===== config.mk =====
export PLATFORM = sky130hd
export DESIGN_NAME = uart_regs
export DESIGN_NICKNAME = d
export VERILOG_FILES = /design/src/map_pkg.sv /design/src/bus_pkg.sv /design/src/uart_regs.sv
export SDC_FILE = /design/constraint.sdc
export NUM_CORES = 1
export LEC_CHECK = 0
export ABC_AREA = 1
export BUFFER_PORTS_ARGS = -buffer_cell sky130_fd_sc_hd__buf_2
export CAP_MARGIN = 20
export CORE_AREA = 2 2 59 61
export DETAILED_ROUTE_END_ITERATION = 8
export DIE_AREA = 0 0 61 63
export SLEW_MARGIN = 20
export SYNTH_ARGS = -nofsm -noshare
export SYNTH_HDL_FRONTEND = slang
export SYNTH_SLANG_ARGS = --single-unit
export TNS_END_PERCENT = 100

===== constraint.sdc =====
create_clock -name clk_i -period 1 [get_ports clk_i]
set_input_delay 0.15 -clock clk_i [delete_from_list [all_inputs] [get_ports clk_i]]
set_output_delay 0.15 -clock clk_i [all_outputs]
set_load 0.02 [all_outputs]

===== src/map_pkg.sv =====
package map_pkg;

    // one bank of on-chip storage, 1024 words
    localparam int BANK_AW = 10;

    // sram window, 8 MB starting here
    localparam logic [31:0] RAM_BASE = 32'h8000_0000;
    localparam int RAM_WIN_BIT = 23;      // upper bits above this must match RAM_BASE

    // picks ext bank over base bank inside the window
    localparam int EXT_SEL_BIT = 22;

    // memory-mapped serial port
    localparam logic [31:0] UART_DATA_ADDR = 32'hbfd0_03f8;
    localparam logic [31:0] UART_STAT_ADDR = 32'hbfd0_03fc;

    // status word layout
    localparam int STAT_TX_READY_BIT = 0;   // transmitter idle
    localparam int STAT_RX_AVAIL_BIT = 1;   // unread byte in rx buffer

endpackage

===== src/bus_pkg.sv =====
package bus_pkg;

    typedef logic [31:0] word_t;
    typedef logic [31:0] addr_t;     // byte address
    typedef logic [3:0]  be_n_t;     // low = lane written
    typedef logic [7:0]  byte_t;     // serial payload
    typedef logic [map_pkg::BANK_AW-1:0] bank_idx_t;   // word index inside one bank

    // request on any shared path
    typedef struct packed {
        logic  rd;
        logic  wr;
        addr_t addr;
        be_n_t be_n;
        word_t wdata;
    } mem_req_t;

    // request seen by one bank
    typedef struct packed {
        logic      rd;
        logic      wr;
        bank_idx_t idx;
        be_n_t     be_n;
        word_t     wdata;
    } bank_req_t;

    typedef enum logic [2:0] {
        TGT_BASE,
        TGT_EXT,
        TGT_UDATA,
        TGT_USTAT,
        TGT_NONE
    } target_t;

    typedef enum logic [1:0] {
        CTL_IDLE,
        CTL_ACCESS,
        CTL_RESPOND
    } ctl_state_t;

endpackage


===== src/uart_regs.sv =====
`timescale 1ns/10ps

module uart_regs (
    input  logic           clk_i,
    input  logic           rst_ni,
    input  logic           rd_i,
    input  logic           wr_i,
    input  logic           sel_stat_i,    // 1 = status, 0 = data
    input  bus_pkg::byte_t wdata_i,
    output bus_pkg::word_t rdata_o,
    input  logic           rx_strobe_i,
    input  bus_pkg::byte_t rx_data_i,
    input  logic           tx_busy_i,
    output logic           tx_start_o,
    output bus_pkg::byte_t tx_data_o
);

    bus_pkg::byte_t rx_buf_q;
    logic           rx_avail_q;
    bus_pkg::word_t stat_word;
    logic           tx_fire;

    always_comb begin
        stat_word = '0;
        stat_word[map_pkg::STAT_TX_READY_BIT] = ~tx_busy_i;
        stat_word[map_pkg::STAT_RX_AVAIL_BIT] = rx_avail_q;
    end

    // writes while the transmitter is busy are lost
    assign tx_fire = wr_i && !sel_stat_i && !tx_busy_i;

    always_ff @(posedge clk_i or negedge rst_ni) begin
        if (!rst_ni) begin
            rx_avail_q <= 1'b0;
            tx_start_o <= 1'b0;
        end else begin
            if (rx_strobe_i) begin
                rx_avail_q <= 1'b1;          // new byte beats a clearing read
            end else if (rd_i && !sel_stat_i) begin
                rx_avail_q <= 1'b0;
            end
            tx_start_o <= tx_fire;
        end
    end

    always_ff @(posedge clk_i) begin
        if (rx_strobe_i) begin
            rx_buf_q <= rx_data_i;            // newest byte overwrites
        end
        if (tx_fire) begin
            tx_data_o <= wdata_i;
        end
        if (rd_i) begin
            rdata_o <= sel_stat_i ? stat_word : {24'd0, rx_buf_q};
        end
    end

endmodule


==> flow_metrics.tcl <==
set metrics [dict create \
    synth_top_cell_by_area "edfxtp_1" \
    hp-class "in -> reg" \
    cts_buffer_depth 2 \
    async_reset_ff_share_pct 7.69 \
    overflow 0 \
    ctsRootBufferMaster "clkbuf_4" \
    h-tree-depth 1 \
    worstPathMaxFanout 1 \
    via_count 626 \
    die_y_um 63 \
    grt_pass1_wl_mm 2.50 \
    insertion_delay_ns 0.31 \
    io_buffer_count 39 \
    ir_drop_v 0.000530 \
    rows 21 \
    failed_checks "setup timing" \
    synth_edf_count 24 \
    yosys_warnings 0 \
    cp_data_arrival_time_ns 0.89 \
    cp_top_family "flip-flops" \
    rsz0062_at_grt "yes" \
    crit_type "reg -> out" \
    drcViolationCount 0 \
    required_ns 0.85 \
    numCtsBuffers 3 \
    num_antenna_cells 0 \
    status "finished with violations" \
    layout_setup_ws_ns -0.0370 \
    syn_area_um2 1070 \
    hold_viol_final 0 \
    fin_skew_ns 0.00135 \
    ys_seq_elements 26 \
    avgSynthCellArea_um2 14.1 \
    die_x_um 61 \
    dieArea_um2 3840 \
    dpl.hpwl_mm 1.27 \
    first_pass_iters 4 \
    cts_setup_buffers 0 \
    synth_top_area_share_pct 67.1 \
    synth_common_cells "24 x buf_4, 24 x edfxtp_1, 8 x inv_1" \
    num-nets-final 158 \
    path_clk_slew_ns 0.13 \
    synth_cell_types 13 \
    grt_antenna_before_repair 0 \
    drive_gt1_share_pct 37.3 \
    leakage_nw 0.689 \
    total_power_w 0.00214 \
    totalWireLength_mm 1.73 \
    cap_violations 0 \
    ys_top_cells_by_area "edfxtp_1 67%, buf_4 17%, dfrtp_1 4.7%" \
    via_per_inst 3.48 \
    yosys_most_used_dff "edfxtp_1" \
    cts_tree "yes" \
    grt_start_max_net_pins 15 \
    p_per_area_nw_per_um2 1430 \
    path_cells "buf_6" \
    end_kind "output pin" \
    timing.fmax_mhz 964 \
    period_needed_ns 1.04 \
    wire_per_inst_um 9.63 \
    whs_ns 0.00861 \
    tns_ns -0.169 \
    ant_nets 0 \
    design.core.area_um2 3230 \
    place_congestion 0.684 \
    seq_area_frac_synth_pct 71.7 \
    grt_pass1_vias 542 \
    ios 64 \
    grt_use_total_pct 9.14 \
    cpMaxStageDelayCell "edfxtp_1" \
    period_share_pct 104 \
    syn_inst 76 \
    initial_core_util_pct 33.3 \
    path_buf_inv 1 \
    drt_iter0_markers 5 \
    setup_viol 11 \
    cts.sinks 26 \
    critPathMaxStageDelay_ns 0.42 \
    startpoint_type "flop" \
    area_growth_pct 38.9 \
    maxSlewViolCount 0 \
]
## what timing repair did
action | 4_1_cts | 5_1_grt
hold endpoints to repair | 11 | 5
endpoints found under the setup margin | 17 | 17
gates resized for setup | 8 | 14
hold buffers | 10 | 5
pin swaps | 0 | 0
## through the flow
stage	cell area [µm²]	utilization [%]	setup slack [ns]	cells
finish	1490	46.2	-0.0370	180
global route	1490	46.2	-0.0669	180
CTS	1400	43.3	-0.0446	175
detailed placement	1240	38.3	0.0782	161
global placement	1240	38.3	0.0857	161
floorplan	1160	-	0.0387	99
## sequential cells by signal, summed over array words and instances, names as in the netlist
register    flops
tx_data_o       8
rdata_o         8
tx_start_o      1
rx_buf_q        8
rx_avail_q      1
## layer usage
metal,vias to the layer above,part of all wire (%),track usage [%]
met5,-,0,0
met2,30,57,14.0
met4,0,1.2,6.52
met3,2,5.9,1.45
li1,312,-,-
met1,282,36,11.3
## report_power, final
group	total [W]	switching [W]	internal, W
Combinational	0.000342	0.000204	0.000137
Clock	0.000510	0.000288	0.000222
Sequential	0.00129	0.0000216	0.00126
## final timing paths
kind | start | endpoint | slack (ns) | depth (start not counted)
hold / removal | rx_data_i[0] | rx_buf_q[0] | 0.009 | 1
setup reg to reg | rx_buf_q[0] | rdata_o[0] | 0.23 | 2
setup / recovery | tx_data_o[6] | tx_data_o[6] | -0.04 | 1
hold reg to reg | rx_avail_q | rx_avail_q | 0.52 | 2
max in group asynchronous | rst_ni | rx_avail_q | 0.75 | 2
min in group asynchronous | rst_ni | tx_start_o | 0.16 | 2
## kinds of logic (layout without fill, tap and decap cells)
group                  count (synthesis)  in the layout  synth area share (%)
other                                  1             24                 0.349
AO/OA/AOI/OAI                          1              1                 0.815
buffers and inverters                 34             69                  21.4
flip-flops                            26             26                  71.7
AND/OR/NAND/NOR                       14             14                  5.70
## cell usage in the layout, fill, tap and decap left out, drive strengths merged
master / instances
dlygate4sd3: 15
inv: 9
buf: 41
dfrtp: 2
nand2: 6
nor2: 7
conb: 24
edfxtp: 24
o21ai: 1
clkbuf: 4
nand3: 1
## area by class of cell
type | count | area [µm²]
clock buffer | 4 | 36.3
sequential | 26 | 771
timing repair buffer | 56 | 429
inverter | 9 | 38.8
multi-input combinational | 39 | 160
tap | 46 | 57.6
fill | 320 | 1740
Note: power is estimated with default switching activity, not from simulation.
