## src/map_pkg.sv

```systemverilog
package map_pkg;

    // one bank of on-chip storage, 1024 words
    localparam int BANK_AW = 10;

    // sram window, 8 MB starting here
    localparam logic [31:0] RAM_BASE = 32'h8000_0000;
    localparam int RAM_WIN_BIT = 23;      // upper bits above this must match RAM_BASE

    // picks ext bank over base bank inside the window
    localparam int EXT_SEL_BIT = 22;

    // memory-mapped serial port
    localparam logic [31:0] UART_DATA_ADDR = 32'hbfd0_03f8;
    localparam logic [31:0] UART_STAT_ADDR = 32'hbfd0_03fc;

    // status word layout
    localparam int STAT_TX_READY_BIT = 0;   // transmitter idle
    localparam int STAT_RX_AVAIL_BIT = 1;   // unread byte in rx buffer

endpackage
```

## src/bus_pkg.sv

```systemverilog
package bus_pkg;

    typedef logic [31:0] word_t;
    typedef logic [31:0] addr_t;     // byte address
    typedef logic [3:0]  be_n_t;     // low = lane written
    typedef logic [7:0]  byte_t;     // serial payload
    typedef logic [map_pkg::BANK_AW-1:0] bank_idx_t;   // word index inside one bank

    // request on any shared path
    typedef struct packed {
        logic  rd;
        logic  wr;
        addr_t addr;
        be_n_t be_n;
        word_t wdata;
    } mem_req_t;

    // request seen by one bank
    typedef struct packed {
        logic      rd;
        logic      wr;
        bank_idx_t idx;
        be_n_t     be_n;
        word_t     wdata;
    } bank_req_t;

    typedef enum logic [2:0] {
        TGT_BASE,
        TGT_EXT,
        TGT_UDATA,
        TGT_USTAT,
        TGT_NONE
    } target_t;

    typedef enum logic [1:0] {
        CTL_IDLE,
        CTL_ACCESS,
        CTL_RESPOND
    } ctl_state_t;

endpackage

```

## src/bus_arbiter.sv

```systemverilog
`timescale 1ns/10ps

module bus_arbiter (
    input  logic               clk_i,
    input  logic               rst_ni,
    input  logic               ifu_req_i,
    input  bus_pkg::addr_t     ifu_addr_i,
    output logic               ifu_gnt_o,
    output logic               ifu_rvalid_o,
    output bus_pkg::word_t     ifu_rdata_o,
    input  bus_pkg::mem_req_t  lsu_req_i,
    input  logic               lsu_busy_i,
    output bus_pkg::word_t     lsu_rdata_o,
    output bus_pkg::bank_req_t base_req_o,
    input  bus_pkg::word_t     base_rdata_i,
    output bus_pkg::bank_req_t ext_req_o,
    input  bus_pkg::word_t     ext_rdata_i,
    output logic               uart_rd_o,
    output logic               uart_wr_o,
    output logic               uart_sel_stat_o,
    output bus_pkg::byte_t     uart_wdata_o,
    input  bus_pkg::word_t     uart_rdata_i
);

    function automatic bus_pkg::target_t decode(bus_pkg::addr_t a);
        if (a[31:map_pkg::RAM_WIN_BIT] == map_pkg::RAM_BASE[31:map_pkg::RAM_WIN_BIT]) begin
            return a[map_pkg::EXT_SEL_BIT] ? bus_pkg::TGT_EXT : bus_pkg::TGT_BASE;
        end
        if (a == map_pkg::UART_DATA_ADDR) begin
            return bus_pkg::TGT_UDATA;
        end
        if (a == map_pkg::UART_STAT_ADDR) begin
            return bus_pkg::TGT_USTAT;
        end
        return bus_pkg::TGT_NONE;
    endfunction

    function automatic bus_pkg::bank_req_t to_bank(bus_pkg::mem_req_t r);
        bus_pkg::bank_req_t b;
        b.rd    = r.rd;
        b.wr    = r.wr;
        b.idx   = r.addr[map_pkg::BANK_AW+1:2];   // word index, upper bits alias
        b.be_n  = r.be_n;
        b.wdata = r.wdata;
        return b;
    endfunction

    logic              lsu_act;
    logic              ifu_ram;
    bus_pkg::target_t  lsu_tgt;
    bus_pkg::target_t  ifu_tgt;
    bus_pkg::target_t  dm_tgt_q;
    bus_pkg::target_t  ifu_tgt_q;
    bus_pkg::mem_req_t ifu_as_req;

    assign lsu_act = lsu_req_i.rd | lsu_req_i.wr;
    assign lsu_tgt = lsu_act ? decode(lsu_req_i.addr) : bus_pkg::TGT_NONE;
    assign ifu_tgt = decode(ifu_addr_i);
    assign ifu_ram = (ifu_tgt == bus_pkg::TGT_BASE) || (ifu_tgt == bus_pkg::TGT_EXT);

    // data side wins; fetch only loses to a data access on its own bank
    assign ifu_gnt_o = ifu_req_i && !(ifu_ram && (ifu_tgt == lsu_tgt));

    assign ifu_as_req = '{rd: 1'b1, wr: 1'b0, addr: ifu_addr_i, be_n: '0, wdata: '0};

    always_comb begin
        base_req_o = '0;
        ext_req_o  = '0;
        if (lsu_tgt == bus_pkg::TGT_BASE) begin
            base_req_o = to_bank(lsu_req_i);
        end else if (ifu_gnt_o && ifu_tgt == bus_pkg::TGT_BASE) begin
            base_req_o = to_bank(ifu_as_req);
        end
        if (lsu_tgt == bus_pkg::TGT_EXT) begin
            ext_req_o = to_bank(lsu_req_i);
        end else if (ifu_gnt_o && ifu_tgt == bus_pkg::TGT_EXT) begin
            ext_req_o = to_bank(ifu_as_req);
        end
    end

    // serial registers only reachable from the data side
    assign uart_rd_o       = lsu_req_i.rd && (lsu_tgt inside {bus_pkg::TGT_UDATA,
                                                              bus_pkg::TGT_USTAT});
    assign uart_wr_o       = lsu_req_i.wr && (lsu_tgt inside {bus_pkg::TGT_UDATA,
                                                              bus_pkg::TGT_USTAT});
    assign uart_sel_stat_o = (lsu_tgt == bus_pkg::TGT_USTAT);
    assign uart_wdata_o    = lsu_req_i.wdata[7:0];

    always_ff @(posedge clk_i or negedge rst_ni) begin
        if (!rst_ni) begin
            dm_tgt_q     <= bus_pkg::TGT_NONE;
            ifu_tgt_q    <= bus_pkg::TGT_NONE;
            ifu_rvalid_o <= 1'b0;
        end else begin
            dm_tgt_q     <= lsu_tgt;
            ifu_tgt_q    <= ifu_gnt_o ? ifu_tgt : bus_pkg::TGT_NONE;
            ifu_rvalid_o <= ifu_gnt_o;
        end
    end

    // steer next-cycle read data by where each side went
    always_comb begin
        case (dm_tgt_q)
            bus_pkg::TGT_BASE:  lsu_rdata_o = base_rdata_i;
            bus_pkg::TGT_EXT:   lsu_rdata_o = ext_rdata_i;
            bus_pkg::TGT_UDATA: lsu_rdata_o = uart_rdata_i;
            bus_pkg::TGT_USTAT: lsu_rdata_o = uart_rdata_i;
            default:            lsu_rdata_o = '0;     // unmapped
        endcase
    end

    always_comb begin
        case (ifu_tgt_q)
            bus_pkg::TGT_BASE: ifu_rdata_o = base_rdata_i;
            bus_pkg::TGT_EXT:  ifu_rdata_o = ext_rdata_i;
            default:           ifu_rdata_o = '0;      // fetch outside the ram window
        endcase
    end

    // both sides never collect data from the same bank in one cycle
    a_no_bank_share: assert property (@(posedge clk_i) disable iff (!rst_ni)
        (ifu_rvalid_o && ifu_tgt_q inside {bus_pkg::TGT_BASE, bus_pkg::TGT_EXT})
        |-> (ifu_tgt_q != dm_tgt_q));

    // data strobes only come while the controller owns an access
    a_lsu_busy: assert property (@(posedge clk_i) disable iff (!rst_ni)
        lsu_act |-> lsu_busy_i);

endmodule

```

## config.mk

```make
export PLATFORM = sky130hd
export DESIGN_NAME = bus_arbiter
export DESIGN_NICKNAME = d
export VERILOG_FILES = /design/src/map_pkg.sv /design/src/bus_pkg.sv /design/src/bus_arbiter.sv
export SDC_FILE = /design/constraint.sdc
export NUM_CORES = 1
export LEC_CHECK = 0
export BUFFER_PORTS_ARGS = -buffer_cell sky130_fd_sc_hd__buf_2
export CELL_PAD_IN_SITES_DETAIL_PLACEMENT = 0
export CELL_PAD_IN_SITES_GLOBAL_PLACEMENT = 1
export CORE_AREA = 2 2 145 147
export DETAILED_ROUTE_END_ITERATION = 6
export DIE_AREA = 0 0 147 149
export PLACE_DENSITY_LB_ADDON = 0.05
export REMOVE_ABC_BUFFERS = 1
export SYNTH_ARGS = -nofsm -noshare
export SYNTH_HDL_FRONTEND = slang
export SYNTH_SLANG_ARGS = --single-unit
```

## constraint.sdc

```tcl
create_clock -name clk_i -period 6.2 [get_ports clk_i]
set_clock_uncertainty 0.2 [all_clocks]
set_input_delay 1.55 -clock clk_i [delete_from_list [all_inputs] [get_ports clk_i]]
set_output_delay 1.55 -clock clk_i [all_outputs]
set_load 0.01 [all_outputs]
```

==> Flow_metrics.wiki <==
{| class="wikitable"
! Metric !! Value
|-
| Outcome || completed
|-
| Part of the total power dissipated in sequential elements || 0.174
|-
| Most used DFF post-synth || dfrtp_1
|-
| TritonCTS clock tree || yes
|-
| Fraction of power consumed by the clock network || 0.397
|-
| Combinational fraction of design power || 0.428
|-
| Internal power || 193 uW
|-
| Data arrival, critical path || approximately 3.5 ns
|-
| Max rail drop VDD || 0.0621 mV
|-
| Root buf cell || clkbuf_16
|-
| Wire length of the first global-routing pass || around 25,000 um
|-
| I/O pins || 375
|-
| Class of the worst hold path || primary input to async pin
|-
| Count of nets left with antenna violations after detail routing || 0
|-
| Category of the worst setup path launch point || primary input
|-
| Final routed DRC violation total || 0
|-
| Distinct cell type count after synthesis || between 40 and 50
|-
| Fraction of power spent switching nets || 0.278
|-
| F_max || approximately 0.19 GHz
|-
| Worst Path Required || 4.45 ns
|-
| Endpoints failing setup || 0
|-
| Buffers added on ports || roughly 370
|-
| Post-DP HPWL || approximately 14,000 um
|-
| Total gr overflow || 0
|-
| Number of cell rows || 53
|-
| Cells after Synth || 391
|-
| Most common cell after layout, fill and taps aside || buf_2
|-
| Number of warning messages in the yosys log || 0
|-
| Slew at the pin closest to its max-slew limit || 1.14 ns
|-
| Setup repair bufs after CTS || 0
|-
| Number of synthesized flops with an enable pin || 0
|-
| Maximum level of the CTS H-tree || 1
|-
| Critical path endpoint || base_req_o[36]
|-
| Die outline width || 147 um
|-
| Relative slew slack || 0.240
|-
| Clock transition at path regs || 0.03 ns
|-
| Routed WL || 17,100 um
|-
| Initial core utilization || 0.122
|-
| Cell leakage power || 0.00270 uW
|-
| Total Power Consumption || 267 uW
|-
| Total of cells resized after clock tree synthesis || 0
|-
| Final count of hold timing violations || 0
|-
| Sw power || 74.5 uW
|-
| Post-synthesis register bit count || 7
|-
| Area share of the largest cell type after synthesis || 0.189
|-
| Total via count in the routed design || 4,195
|-
| Number of antenna violations at the first check in global routing || 2
|-
| Crit-path max FO || 6
|-
| Initial DRT Pass Iterations || 5
|-
| Unrepaired setup endpoints after global routing || false
|-
| Final slew viol count || 0
|-
| Syn-to-layout area delta || 87.9%
|-
| Share of post-route cells with drive strength above 1 || 0.540
|-
| Maximum clock path buffer count || 2
|-
| Vias in the first global route || 4,366
|-
| Total Die Area || 21,900 um^2
|-
| Part of the Yosys area used for sequential elements || 0.0706
|-
| Area of the placeable core || about 21,000 um^2
|-
| Main area contributors after synthesis || and2_1 19%, a22o_1 13%, mux2i_1 13%, nor2_1 10%, a21oi_1 6.4%
|-
| Total negative slack || 0 ns
|-
| Async set or reset register ratio after synthesis || 1.00
|-
| Power density over the cells || 56.6 nW/um^2
|-
| Layout net count || between 900 and 1,000
|-
| Commonest cells after routing, fill and taps aside || 373 x buf_2, 76 x and2_1, 67 x nor2_1
|-
| Cts bufs inserted || 3
|-
| Post-synthesis average cell area || 6.44 um^2
|-
| Die height || about 150 um
|-
| Initial detailed-routing violation count || 95
|-
| Largest net degree at the start of global routing || 65
|-
| Number of clock sinks seen by CTS || 7
|-
| Final min period || 5.25 ns
|-
| Routed wire length per instance || 16.9 um
|-
| Crit path launch || ifu_addr_i[23]
|-
| Hold-fix buffers at CTS || 0
|-
| Post-Syn Area || 2520 um^2
|-
| Routability congestion estimate || 0.774
|-
| Post-detailed-route via-to-cell ratio || 4.14
|-
| CP Capture Type || primary output
|-
| Max-Cap Viols || 0
|-
| Final worst-path cycle share || 0.847
|-
| Crit Path Class || primary input to primary output
|-
| Share of the core filled with cells || 0.230
|-
| Top cell type by total area after synthesis || and2_1
|-
| Overall global routing resource usage || 0.145
|}
registers in the layout (all words and copies together), names as in the netlist:
name,count
ifu_tgt_q,3
ifu_rvalid_o,1
dm_tgt_q,3
power by group through the flow:
stage | clock [uW] | sequential [uW] | combinational [uW]
3_3_place_gp | 0 | 47.2 | 112
6_report | 106 | 46.7 | 115
3_5_place_dp | 0 | 47.2 | 115
5_1_grt | 111 | 46.7 | 129
4_1_cts | 108 | 46.7 | 116
2_1_floorplan | 0 | 47.3 | 25.8
routing by layer:
layer	vias to the layer above	track usage	routed length (um)
met5	-	0	0
met2	241	0.291	9130
met3	10	0.0385	1630
li1	2075	-	-
met4	0	0.0274	188
met1	1869	0.153	6200
critical path, stage by stage:
cell	delay, ns
buf_2	0.10
or4_1	0.57
or3_1	0.43
nor3_2	0.50
a22o_1	0.22
buf_2	0.13
cells by family after synthesis:
kind of cell    after synthesis  synth area share
compound gates               91             0.244
buf+inv                      39            0.0706
xor+xnor                      1           0.00348
mux                          32             0.127
simple gates                221             0.484
flops                         7            0.0706
synth_stat cells (3+ instances only):
master    number
nor3_1         4
a22o_1        37
dfrtp_1        5
mux2i_1       32
or4_1          3
buf_1          5
nand4_1        5
or3_1          3
a21oi_1       32
nor4_1         5
nor2_1        67
buf_4          8
nand2_1       29
o21ai_1        3
clkbuf_1      25
and3_1         3
o21ai_0       13
nand4b_1       3
and2_1        76
worst min path at each step:
stage	end	cells after the start	slack [ns]	startpoint
5_1_grt	ifu_rvalid_o	1	0.96	rst_ni
6_report	ifu_rvalid_o	1	0.95	rst_ni
2_1_floorplan	dm_tgt_q[0]	0	1.05	rst_ni
3_5_place_dp	ifu_rvalid_o	1	1.19	rst_ni
3_3_place_gp	ifu_rvalid_o	1	1.18	rst_ni
4_1_cts	ifu_rvalid_o	1	0.95	rst_ni
metrics by stage:
step	instances	hold slack (ns)	setup WS [ns]	instance area [um^2]
CTS	1012	0.952	0.842	4720
floorplan	352	1.05	0.235	2340
finish	1014	0.946	0.946	4730
detailed placement	1008	1.19	0.849	4640
global route	1014	0.961	0.757	4730
global placement	1008	1.18	0.868	4640
final cells by class:
class	instances	area [um^2]
Antenna cell	2	5.00
Clock buffer	4	78.8
Fill cell	2379	15800
Multi-Input combinational cell	345	2180
Sequential cell	7	180
Tap cell	275	344
Timing Repair Buffer	381	1940
Power figures use the tool's default switching activity.
