--- config.mk ---
export PLATFORM = sky130hd
export DESIGN_NAME = data_access_ctl
export DESIGN_NICKNAME = d
export VERILOG_FILES = /design/src/map_pkg.sv /design/src/bus_pkg.sv /design/src/data_access_ctl.sv
export SDC_FILE = /design/constraint.sdc
export NUM_CORES = 1
export LEC_CHECK = 0
export BUFFER_PORTS_ARGS = -buffer_cell sky130_fd_sc_hd__buf_4
export CAP_MARGIN = 20
export CORE_ASPECT_RATIO = 1.5
export CORE_UTILIZATION = 40
export CTS_BUF_LIST = sky130_fd_sc_hd__clkbuf_8
export DETAILED_ROUTE_END_ITERATION = 10
export PLACE_DENSITY = 0.75
export SLEW_MARGIN = 10
export SYNTH_ARGS = -nofsm -noshare
export SYNTH_HDL_FRONTEND = slang
export SYNTH_SLANG_ARGS = --single-unit
export TNS_END_PERCENT = 30
--- constraint.sdc ---
create_clock -name clk_i -period 5.9 [get_ports clk_i]
set_input_delay 0.59 -clock clk_i [delete_from_list [all_inputs] [get_ports clk_i]]
set_output_delay 0.59 -clock clk_i [all_outputs]
set_load 0.005 [all_outputs]
--- src/map_pkg.sv ---
package map_pkg;

    // one bank of on-chip storage, 1024 words
    localparam int BANK_AW = 10;

    // sram window, 8 MB starting here
    localparam logic [31:0] RAM_BASE = 32'h8000_0000;
    localparam int RAM_WIN_BIT = 23;      // upper bits above this must match RAM_BASE

    // picks ext bank over base bank inside the window
    localparam int EXT_SEL_BIT = 22;

    // memory-mapped serial port
    localparam logic [31:0] UART_DATA_ADDR = 32'hbfd0_03f8;
    localparam logic [31:0] UART_STAT_ADDR = 32'hbfd0_03fc;

    // status word layout
    localparam int STAT_TX_READY_BIT = 0;   // transmitter idle
    localparam int STAT_RX_AVAIL_BIT = 1;   // unread byte in rx buffer

endpackage
--- src/bus_pkg.sv ---
package bus_pkg;

    typedef logic [31:0] word_t;
    typedef logic [31:0] addr_t;     // byte address
    typedef logic [3:0]  be_n_t;     // low = lane written
    typedef logic [7:0]  byte_t;     // serial payload
    typedef logic [map_pkg::BANK_AW-1:0] bank_idx_t;   // word index inside one bank

    // request on any shared path
    typedef struct packed {
        logic  rd;
        logic  wr;
        addr_t addr;
        be_n_t be_n;
        word_t wdata;
    } mem_req_t;

    // request seen by one bank
    typedef struct packed {
        logic      rd;
        logic      wr;
        bank_idx_t idx;
        be_n_t     be_n;
        word_t     wdata;
    } bank_req_t;

    typedef enum logic [2:0] {
        TGT_BASE,
        TGT_EXT,
        TGT_UDATA,
        TGT_USTAT,
        TGT_NONE
    } target_t;

    typedef enum logic [1:0] {
        CTL_IDLE,
        CTL_ACCESS,
        CTL_RESPOND
    } ctl_state_t;

endpackage

--- src/data_access_ctl.sv ---
`timescale 1ns/10ps

module data_access_ctl (
    input  logic              clk_i,
    input  logic              rst_ni,
    input  bus_pkg::mem_req_t dm_req_i,
    output logic              dm_ok_o,
    output bus_pkg::word_t    dm_rdata_o,
    output bus_pkg::mem_req_t lsu_req_o,
    output logic              lsu_busy_o,
    input  bus_pkg::word_t    lsu_rdata_i
);

    bus_pkg::ctl_state_t state_q;
    bus_pkg::ctl_state_t state_d;
    bus_pkg::mem_req_t   req_q;
    logic                req_hit;

    assign req_hit = dm_req_i.rd | dm_req_i.wr;

    // idle -> access -> respond, one cycle each after capture
    always_comb begin
        state_d = state_q;
        case (state_q)
            bus_pkg::CTL_IDLE: begin
                if (req_hit) begin
                    state_d = bus_pkg::CTL_ACCESS;
                end
            end
            bus_pkg::CTL_ACCESS:  state_d = bus_pkg::CTL_RESPOND;
            bus_pkg::CTL_RESPOND: state_d = bus_pkg::CTL_IDLE;   // no recapture here
            default:              state_d = bus_pkg::CTL_IDLE;
        endcase
    end

    always_ff @(posedge clk_i or negedge rst_ni) begin
        if (!rst_ni) begin
            state_q <= bus_pkg::CTL_IDLE;
        end else begin
            state_q <= state_d;
        end
    end

    // hold a copy so the requester bus is free to move
    always_ff @(posedge clk_i) begin
        if (state_q == bus_pkg::CTL_IDLE && req_hit) begin
            req_q <= dm_req_i;
        end
    end

    assign lsu_req_o  = (state_q == bus_pkg::CTL_ACCESS) ? req_q : '0;
    assign lsu_busy_o = (state_q != bus_pkg::CTL_IDLE);
    assign dm_ok_o    = (state_q == bus_pkg::CTL_RESPOND);
    assign dm_rdata_o = dm_ok_o ? lsu_rdata_i : '0;    // arbiter already steered it

    // a strobe reaches the arbiter only in the cycle after capture and unchanged
    a_strobe_in_access: assert property (@(posedge clk_i) disable iff (!rst_ni)
        (lsu_req_o.rd || lsu_req_o.wr)
        |-> ($past(state_q) == bus_pkg::CTL_IDLE) && (lsu_req_o == $past(dm_req_i)));

endmodule

==> results of run 1 <==
## kinds of logic after synthesis
group	count (synthesis)	synth area share, %
simple gates	108	23.3
flops	72	74.8
buf+inv	11	1.91
## worst paths after layout
kind | startpoint | end | slack (ns) | cells past startpoint
max | state_q[1]$_DFFE_PN0P_ | lsu_req_o[29] | 3.48 | 4
min | dm_req_i[41] | req_q[41]$_DFFE_PP_ | 0.42 | 1
max reg2reg | state_q[1]$_DFFE_PN0P_ | req_q[34]$_DFFE_PP_ | 3.53 | 3
min reg2reg | state_q[0]$_DFFE_PN0P_ | state_q[0]$_DFFE_PN0P_ | 0.61 | 2
max in group asynchronous | rst_ni | state_q[1]$_DFFE_PN0P_ | 5.23 | 2
min in group asynchronous | rst_ni | state_q[0]$_DFFE_PN0P_ | 0.58 | 2
## critical path: cells and delay by family (launching register included)
| kind | cells | cell delay (ns) |
|---|---|---|
| simple gates | 2 | 0.71 |
| flops | 1 | 0.42 |
| buf+inv | 2 | 0.34 |
## registers in the layout, indices dropped and copies added, names as in the netlist
| register | flops |
|---|---|
| req_q | 70 |
| state_q | 2 |
## final cells by class
class | instances | area, sq um | area share [%]
Timing Repair Buffer | 210 | 1600 | 34.1
Sequential cell | 72 | 2150 | 45.9
Clock buffer | 9 | 124 | 2.64
Multi-Input combinational cell | 108 | 686 | 14.6
Tap cell | 78 | 97.6 | 2.08
Clock inverter | 7 | 30.0 | 0.641
## Yosys cell counts
master    count
buf_2         2
nor2b_1       1
or2_2         1
clkbuf_1      2
nor2_1        3
dfrtp_1       2
buf_4         1
clkbuf_2      6
edfxtp_1     70
and2_1      102
and2b_2       1
## layer usage
metal / GRT usage [%] / up-vias / part of all wire [%]
met5: 0 / - / 0
met4: 10.6 / 0 / 3.3
met3: 8.32 / 16 / 13
met2: 33.5 / 147 / 54
met1: 15.7 / 946 / 30
li1: - / 1060 / -
## timing repair
action                    in CTS  in global routing
hold endpoints to repair       2                  0
hold buffers                   1                  0
resized for setup              0                  0
## power by group through the flow
stage,Sequential [mW],Clock [mW],Combinational (mW)
after floorplan,0.811,0,0.316
after global placement,0.799,0,0.726
after detailed placement,0.806,0,0.734
after CTS,0.795,0.321,0.737
after global routing,0.808,0.336,0.810
final,0.794,0.308,0.743
==> reports/metrics.cfg, run 1 <==
[route]
drt_pass1_iterations = 7
antenna_left = 0
drc_errors = 19
vias = 2169
routedWlPerCell_microns = 14.4
drt-initial-drc-count = 101
vias_per_cell = 4.48
drt-total-wl_microns = 6970

[synthesis]
yosysUniqueCellTypes = 11
yosysTopAreaCellShare_pct = 73.0
synth.avg_cell_area_sq_um = 15.1
syn_nets = 295
yosys.area.top_type = edfxtp_1
postSynthCellCount = 191
synth_area_leaders = edfxtp_1 (73%), and2_1 (22%), dfrtp_1 (1.7%)
syn_area_sq_um = 2880
synth_seq_area_share_pct = 74.8
synth_seq_cells = 72
yosysWarnings = 0

[pwr]
clock_power_share_pct = 16.7
powerDensity_nw_per_um2 = 394
vdd_ir_drop_max_uv = 299
combPwrFrac_pct = 40.3
p_int_mw = 1.32
finalPower_mw = 1.84
p_leak_nw = 2.16
pwr-share-seq_pct = 43.0
p_sw_uw = 527
swShare_pct = 28.6

[setup_path]
slowest_delay_ns = 0.54
path_class = flop to output pin
critPathLaunchType = flop
worst_setup_path_end_kind = output pin
path_cells = nor2b_4 > buf_16 > and2_1 > buf_4
slowest_stage = nor2b_4
required_ns = 5.31
crit_arrival_ns = 1.83
crit_fanout = 37

[cells_and_area]
layout-area-overhead-vs-synth_pct = 62.9
layout_commonest_cell = buf_4
final_core_util_pct = 68.0
final_nets = 505
fin_cells = 484
final_cell_mix = buf_4 (208), and2_1 (102), edfxtp_1 (70), clkbuf_8 (9)
insertedDiodeCount = 0
design_area_sq_um = 4690
drive_gt1_share_pct = 55.4
fillCellCount = 532

[global_route]
grt-ovfl-total = 0
grt_pass1_vias = 2136
grt_usage_pct = 18.3
antenna_found_initial = 0
grt_pass1_wl_microns = 10100
grt_max_degree = 72

[timing]
worstMarginPinSlew_ns = 0.840
hold_viol_final = 0
finClkSkew_ns = 0.00449
setup_tns_ns = 0
finalCriticalPeriod_ns = 2.42
fin_crit_sh_pct = 41.0
final.setup.worst_slack_ns = 3.48
hold_slack_ns = 0.423
grt_setup_unrepaired = no
maxSlewViolCount = 0
slew_headroom_pct = 43.9
setup_viol = 0
fmax_mhz = 414

[status]
outcome = finished, violations left
violations = design-rule violations

[cts]
cts_setup_buffers = 0
cts_num_sinks = 72
cts_buffer_depth = 2
root_buffer = clkbuf_8
tritoncts = done
clk_latency_ns = 0.34
tritoncts.num_buffers = 9
path_clk_slew_ns = 0.07
htreeDepth = 3

[placement]
io_buffer_count = 207
dp_cells = 466
pre_cts_ws_ns = 3.51
placed_cell_area_sq_um = 4500
place_congestion = 0.719

[floorplanning]
initial_core_util_pct = 41.7
ioPinCount = 208
fp.dieH_microns = 106
die_area_sq_um = 7540
die_w_microns = 71.3
design.core.area_sq_um = 6900
row_count = 37

[min_path]
hold_class = input pin to flop

[job]
drv_cap = 0

Power figures use the tool's default switching activity.
==> run 2: changes to the inputs <==
CORE_UTILIZATION = 38   (was 40)
clock period = 1.96 ns   (was 5.9 ns; I/O delays follow)
==> reports/metrics.cfg, run 2 (synthesized netlist as in run 1, its figures left out) <==
[status]
outcome = complete, no violations  ; was finished, violations left

[floorplanning]
row_count = 38  ; was 37
fp.dieH_microns = 109  ; was 106 microns
ioPinCount = 208  ; unchanged
die_area_sq_um = 7930  ; was 7540 sq um
initial_core_util_pct = 39.6  ; was 41.7%
design.core.area_sq_um = 7270  ; was 6900 sq um
die_w_microns = 73.1  ; was 71.3 microns

[global_route]
grt_max_degree = 71  ; was 72
antenna_found_initial = 0  ; unchanged
grt-ovfl-total = 0  ; unchanged
grt_usage_pct = 16.6  ; was 18.3%
top_usage_layer = met2  ; unchanged
use_met3_pct = 9.51  ; was 8.32%
gr-usage-met2_pct = 30.9  ; was 33.5%
use_met1_pct = 13.2  ; was 15.7%
grt_pass1_vias = 2029  ; was 2136
grt_pass1_wl_microns = 9340  ; was 10100 microns

[job]
drv_cap = 0  ; unchanged

[min_path]
min_path_cells = 1  ; unchanged
hold_class = input pin to flop  ; unchanged

[cts]
cts_buffer_depth = 2  ; unchanged
htreeDepth = 3  ; unchanged
path_clk_slew_ns = 0.07  ; about the same
tritoncts = done  ; unchanged
cts_num_sinks = 72  ; unchanged
clk_latency_ns = 0.34  ; about the same
tritoncts.num_buffers = 9  ; unchanged
root_buffer = clkbuf_8  ; unchanged
cts_setup_buffers = 0  ; unchanged

[setup_path]
r2r-end = req_q[43]$_DFFE_PP_  ; was req_q[34]$_DFFE_PP_
r2r-start = state_q[1]$_DFFE_PN0P_  ; unchanged
path_buf_inv = 2  ; unchanged
path_cells = nor2b_4 > buf_12 > and2_1 > buf_4  ; was nor2b_4 > buf_16 > and2_1 > buf_4
critPathTopFamily = simple AND/OR/NAND/NOR gates  ; unchanged
critPathCapture = lsu_req_o[56]  ; was lsu_req_o[29]
crit_cells = 4  ; unchanged
crit_start = state_q[1]$_DFFE_PN0P_  ; unchanged
crit_fanout = 60  ; was 37
ff2ff_path_depth = 3  ; unchanged
slowest_stage = dfrtp_1  ; was nor2b_4
rrSetupSlack_ns = 0.50  ; was 3.53 ns
required_ns = 1.76  ; was 5.31 ns
crit_arrival_ns = 1.57  ; was 1.83 ns
slowest_delay_ns = 0.41  ; was 0.54 ns
worst_setup_path_end_kind = output pin  ; unchanged
critPathLaunchType = flop  ; unchanged
path_class = flop to output pin  ; unchanged

[timing]
setup_viol = 0  ; unchanged
grt_setup_unrepaired = no  ; unchanged
fin_crit_sh_pct = 90.0
finalCriticalPeriod_ns = 1.76
maxSlewViolCount = 0  ; unchanged
slew_headroom_pct = 75.1  ; was 43.9%
finClkSkew_ns = 0.0106  ; was 0.00449 ns
worstMarginPinSlew_ns = 0.373  ; was 0.840 ns
fmax_mhz = 567
hold_slack_ns = 0.0267  ; was 0.423 ns
hold_viol_final = 0  ; unchanged

[placement]
place_congestion = 0.736  ; was 0.719
io_buffer_count = 207  ; unchanged

[route]
vias_per_cell = 4.34  ; was 4.48
drt-total-wl_microns = 6870  ; was 6970 microns
drc_errors = 0  ; was 19
routedWlPerCell_microns = 13.7  ; was 14.4 microns
drt-initial-drc-count = 56  ; was 101
drt_pass1_iterations = 3  ; was 7
vias = 2184  ; was 2169
antenna_left = 0  ; unchanged

[cells_and_area]
final_nets = 505  ; unchanged
drive_gt1_share_pct = 55.3  ; was 55.4%
layout_commonest_cell = buf_4  ; unchanged
layout-area-overhead-vs-synth_pct = 63.7  ; was 62.9%
largest_reg_flops = 70  ; unchanged
insertedDiodeCount = 0  ; unchanged
final_core_util_pct = 64.7  ; was 68.0%
reg_top3 = req_q: 70 flops, state_q: 2 flops  ; unchanged
top_register = req_q  ; unchanged
final_cell_mix = buf_4 (207), and2_1 (102), edfxtp_1 (70), clkbuf_8 (9)  ; was buf_4 (208), and2_1 (102), edfxtp_1 (70), clkbuf_8 (9)

[pwr]
vdd_ir_drop_max_uv = 812  ; was 299 uV
p_leak_nw = 2.15  ; was 2.16 nW
powerDensity_nw_per_um2 = 1170  ; was 394 nW/um^2
finalPower_mw = 5.52  ; was 1.84 mW

[run 2: worst min-delay path by stage]
stage                      start                     end  slack (ns)
global placement          rst_ni  state_q[1]$_DFFE_PN0P_       -0.02
finish              dm_req_i[29]     req_q[29]$_DFFE_PP_        0.03
global route        dm_req_i[30]     req_q[30]$_DFFE_PP_       0.004
floorplan                 rst_ni  state_q[0]$_DFFE_PN0P_        -0.1
CTS                 dm_req_i[31]     req_q[31]$_DFFE_PP_       0.003
detailed placement        rst_ni  state_q[0]$_DFFE_PN0P_       -0.02
[run 2: layout make-up]
class | count | area, sq um
clock buffer | 9 | 124
clock inverter | 4 | 16.3
fill | 616 | 2560
multi-input combinational | 108 | 688
sequential | 72 | 2150
tap | 100 | 125
timing repair buffer | 210 | 1600
[run 2: routing by layer]
layer | vias to the layer above | wire length [microns]
li1 | 1057 | -
met1 | 975 | 2000
met2 | 139 | 3810
met3 | 13 | 905
met4 | 0 | 155
met5 | - | 0
[run 2: timing repair]
action,CTS,global route
hold buffers,1,0
hold endpoints to repair,2,0
resized for setup,0,0
[run 2: metrics by stage]
stage	worst slack [ns]	instances	TNS [ns]	instance area (sq um)
2_1_floorplan	-0.121	191	-8.45	2890
3_3_place_gp	0.518	489	0	4560
3_5_place_dp	0.484	489	0	4560
4_1_cts	0.150	503	0	4710
5_1_grt	0.0666	503	0	4710
6_report	0.197	503	0	4710
[run 2: worst reg2reg max path, delay by kind of cell (launching register included)]
kind / cells / cell delay (ns)
buffers and inverters: 1 / 0.33
AND/OR/NAND/NOR: 2 / 0.36
flip-flops: 1 / 0.41
[run 2: report_power, final]
group / switching, mW / total (mW) / internal (mW)
Sequential: 0.0906 / 2.39 / 2.30
Clock: 0.471 / 0.893 / 0.422
Combinational: 0.987 / 2.24 / 1.25
==> run 3: changes to the inputs <==
CORE_UTILIZATION = 43   (was 38)
PLACE_DENSITY = 0.8   (was 0.75)
clock period = 2.1 ns   (was 1.96 ns; I/O delays follow)
==> reports/metrics.cfg, run 3 (synthesized netlist as in run 1, its figures left out) <==
[status]
outcome = complete, no violations  ; unchanged

[job]
drv_cap = 0  ; unchanged

[min_path]
min_to = req_q[66]$_DFFE_PP_  ; was req_q[29]$_DFFE_PP_
hold_class = input pin to flop  ; unchanged
min_from = dm_req_i[66]  ; was dm_req_i[29]
min_path_cells = 1  ; unchanged

[setup_path]
path_class = flop to output pin  ; unchanged
rrSetupSlack_ns = 0.62  ; was 0.50 ns
critPathLaunchType = flop  ; unchanged
required_ns = 1.89  ; was 1.76 ns
crit_fanout = 50  ; was 60
worst_setup_path_end_kind = output pin  ; unchanged
r2r-end = req_q[7]$_DFFE_PP_  ; was req_q[43]$_DFFE_PP_
ff2ff_path_depth = 3  ; unchanged
r2r-start = state_q[1]$_DFFE_PN0P_  ; unchanged
crit_arrival_ns = 1.54  ; was 1.57 ns

[timing]
setup_tns_ns = 0  ; unchanged
worstMarginPinSlew_ns = 0.374  ; was 0.373 ns
fmax_mhz = 572
grt_setup_unrepaired = no  ; unchanged
hold_viol_final = 0  ; unchanged
maxSlewViolCount = 0  ; unchanged
fin_crit_sh_pct = 83.3
setup_viol = 0  ; unchanged
slew_headroom_pct = 75.1  ; about the same
finClkSkew_ns = 0.00483  ; was 0.0106 ns
finalCriticalPeriod_ns = 1.75

[placement]
io_buffer_count = 207  ; unchanged
place_congestion = 0.672  ; was 0.736
hpwl_microns = 5440

[cells_and_area]
top_register = req_q  ; unchanged
fillCellCount = 458  ; was 616
reg_top3 = req_q: 70 flops, state_q: 2 flops  ; unchanged
final_nets = 506  ; was 505
largest_reg_flops = 70  ; unchanged
insertedDiodeCount = 0  ; unchanged
final_cell_mix = buf_4 (209), and2_1 (102), edfxtp_1 (70), clkbuf_8 (9), inv_1 (3)  ; was buf_4 (207), and2_1 (102), edfxtp_1 (70), clkbuf_8 (9)
layout_commonest_cell = buf_4  ; unchanged
drive_gt1_share_pct = 55.5  ; was 55.3%
layout-area-overhead-vs-synth_pct = 64.7  ; was 63.7%

[cts]
cts_buffer_depth = 2  ; unchanged
cts_resized = 0  ; unchanged
root_buffer = clkbuf_8  ; unchanged
clk_latency_ns = 0.34  ; about the same
tritoncts = done  ; unchanged
tritoncts.num_buffers = 9  ; unchanged
path_clk_slew_ns = 0.07  ; about the same
cts_setup_buffers = 0  ; unchanged
cts_num_sinks = 72  ; unchanged
htreeDepth = 3  ; unchanged

[floorplanning]
die_w_microns = 68.8  ; was 73.1 microns
initial_core_util_pct = 44.4  ; was 39.6%
die_area_sq_um = 7030  ; was 7930 sq um
ioPinCount = 208  ; unchanged
fp.dieH_microns = 102  ; was 109 microns
design.core.area_sq_um = 6490  ; was 7270 sq um
row_count = 36  ; was 38

[route]
drt-total-wl_microns = 7170  ; was 6870 microns
routedWlPerCell_microns = 14.8  ; was 13.7 microns
drc_errors = 0  ; unchanged
antenna_left = 0  ; unchanged
vias = 2228  ; was 2184
drt-initial-drc-count = 54  ; was 56
drt_pass1_iterations = 4  ; was 3
vias_per_cell = 4.61  ; was 4.34

[pwr]
powerDensity_nw_per_um2 = 1150  ; was 1170 nW/um^2
p_leak_nw = 2.19  ; was 2.15 nW
vdd_ir_drop_max_uv = 699  ; was 812 uV
p_sw_mw = 1.49  ; was 1.55 mW
combPwrFrac_pct = 38.4  ; was 40.5%
swShare_pct = 27.4  ; was 28.1%
clock_power_share_pct = 20.5  ; was 16.2%
p_int_mw = 3.95  ; was 3.97 mW
finalPower_mw = 5.43  ; was 5.52 mW
pwr-share-seq_pct = 41.1  ; was 43.3%

[global_route]
grt-ovfl-total = 0  ; unchanged
grt_max_degree = 71  ; unchanged
grt_usage_pct = 20.1  ; was 16.6%
antenna_found_initial = 0  ; unchanged
grt_pass1_wl_microns = 9580  ; was 9340 microns
grt_pass1_vias = 2081  ; was 2029

-- run 3: changes by cell type in the layout (fill, tap and decap cells not counted) --
cell and delta:
buf_12 -1, bufinv_16 +2, buf_4 +2, clkinv_1 -1, inv_1 +2
-- run 3: how the worst max path moves through the flow --
stage | depth (start not counted) | end | from
final | 4 | lsu_req_o[51] | state_q[1]$_DFFE_PN0P_
after global routing | 3 | dm_rdata_o[22] | state_q[0]$_DFFE_PN0P_
after global placement | 3 | req_q[27]$_DFFE_PP_ | state_q[1]$_DFFE_PN0P_
after floorplan | 2 | req_q[0]$_DFFE_PP_ | state_q[0]$_DFFE_PN0P_
after CTS | 4 | lsu_req_o[39] | state_q[1]$_DFFE_PN0P_
after detailed placement | 3 | req_q[20]$_DFFE_PP_ | state_q[1]$_DFFE_PN0P_
-- run 3: cell type report --
| cell class | instances | area [sq um] | share of cell area (%) |
|---|---|---|---|
| flip-flops and latches | 72 | 2150 | 45.4 |
| repair buffers | 211 | 1600 | 33.7 |
| multi-input cells | 108 | 688 | 14.5 |
| clock buffers | 9 | 124 | 2.61 |
| well taps | 76 | 95.1 | 2.01 |
| clock inverters | 7 | 80.1 | 1.69 |
-- run 3: per-layer routing --
metal / routed length (microns) / GRT usage, %
met4: 166 / 9.58
met5: 0 / 0
met3: 843 / 7.59
met1: 2020 / 17.1
met2: 4130 / 38.4
-- run 3: stage by stage --
| step | setup slack (ns) | area, sq um | util, % | hold slack (ns) | cells |
|---|---|---|---|---|---|
| after floorplan | 0.0193 | 2890 | - | -0.0856 | 191 |
| after global placement | 0.664 | 4520 | 69.8 | -0.00672 | 466 |
| after detailed placement | 0.638 | 4520 | 69.8 | -0.00438 | 466 |
| after CTS | 0.314 | 4740 | 73.1 | 0.0267 | 483 |
| after global routing | 0.232 | 4740 | 73.1 | 0.0247 | 483 |
| final | 0.351 | 4740 | 73.1 | 0.0436 | 483 |
-- run 3: repair_timing --
item,in CTS,in global routing
hold buffers,1,0
hold endpoints to repair,2,0
setup endpoints to repair,0,0
-- run 3: critical path: stages (launching register included) --
cell	delay, ns
dfrtp_1	0.41
nor2b_4	0.12
buf_4	0.34
and2_1	0.21
buf_4	0.11
-- run 3: power by group through the flow --
stage	clock network [mW]	registers, mW	logic, mW
5_1_grt	1.20	2.27	2.29
3_3_place_gp	0	2.24	2.08
3_5_place_dp	0	2.27	2.11
2_1_floorplan	0	2.24	0.906
6_report	1.11	2.24	2.08
4_1_cts	1.14	2.24	2.13
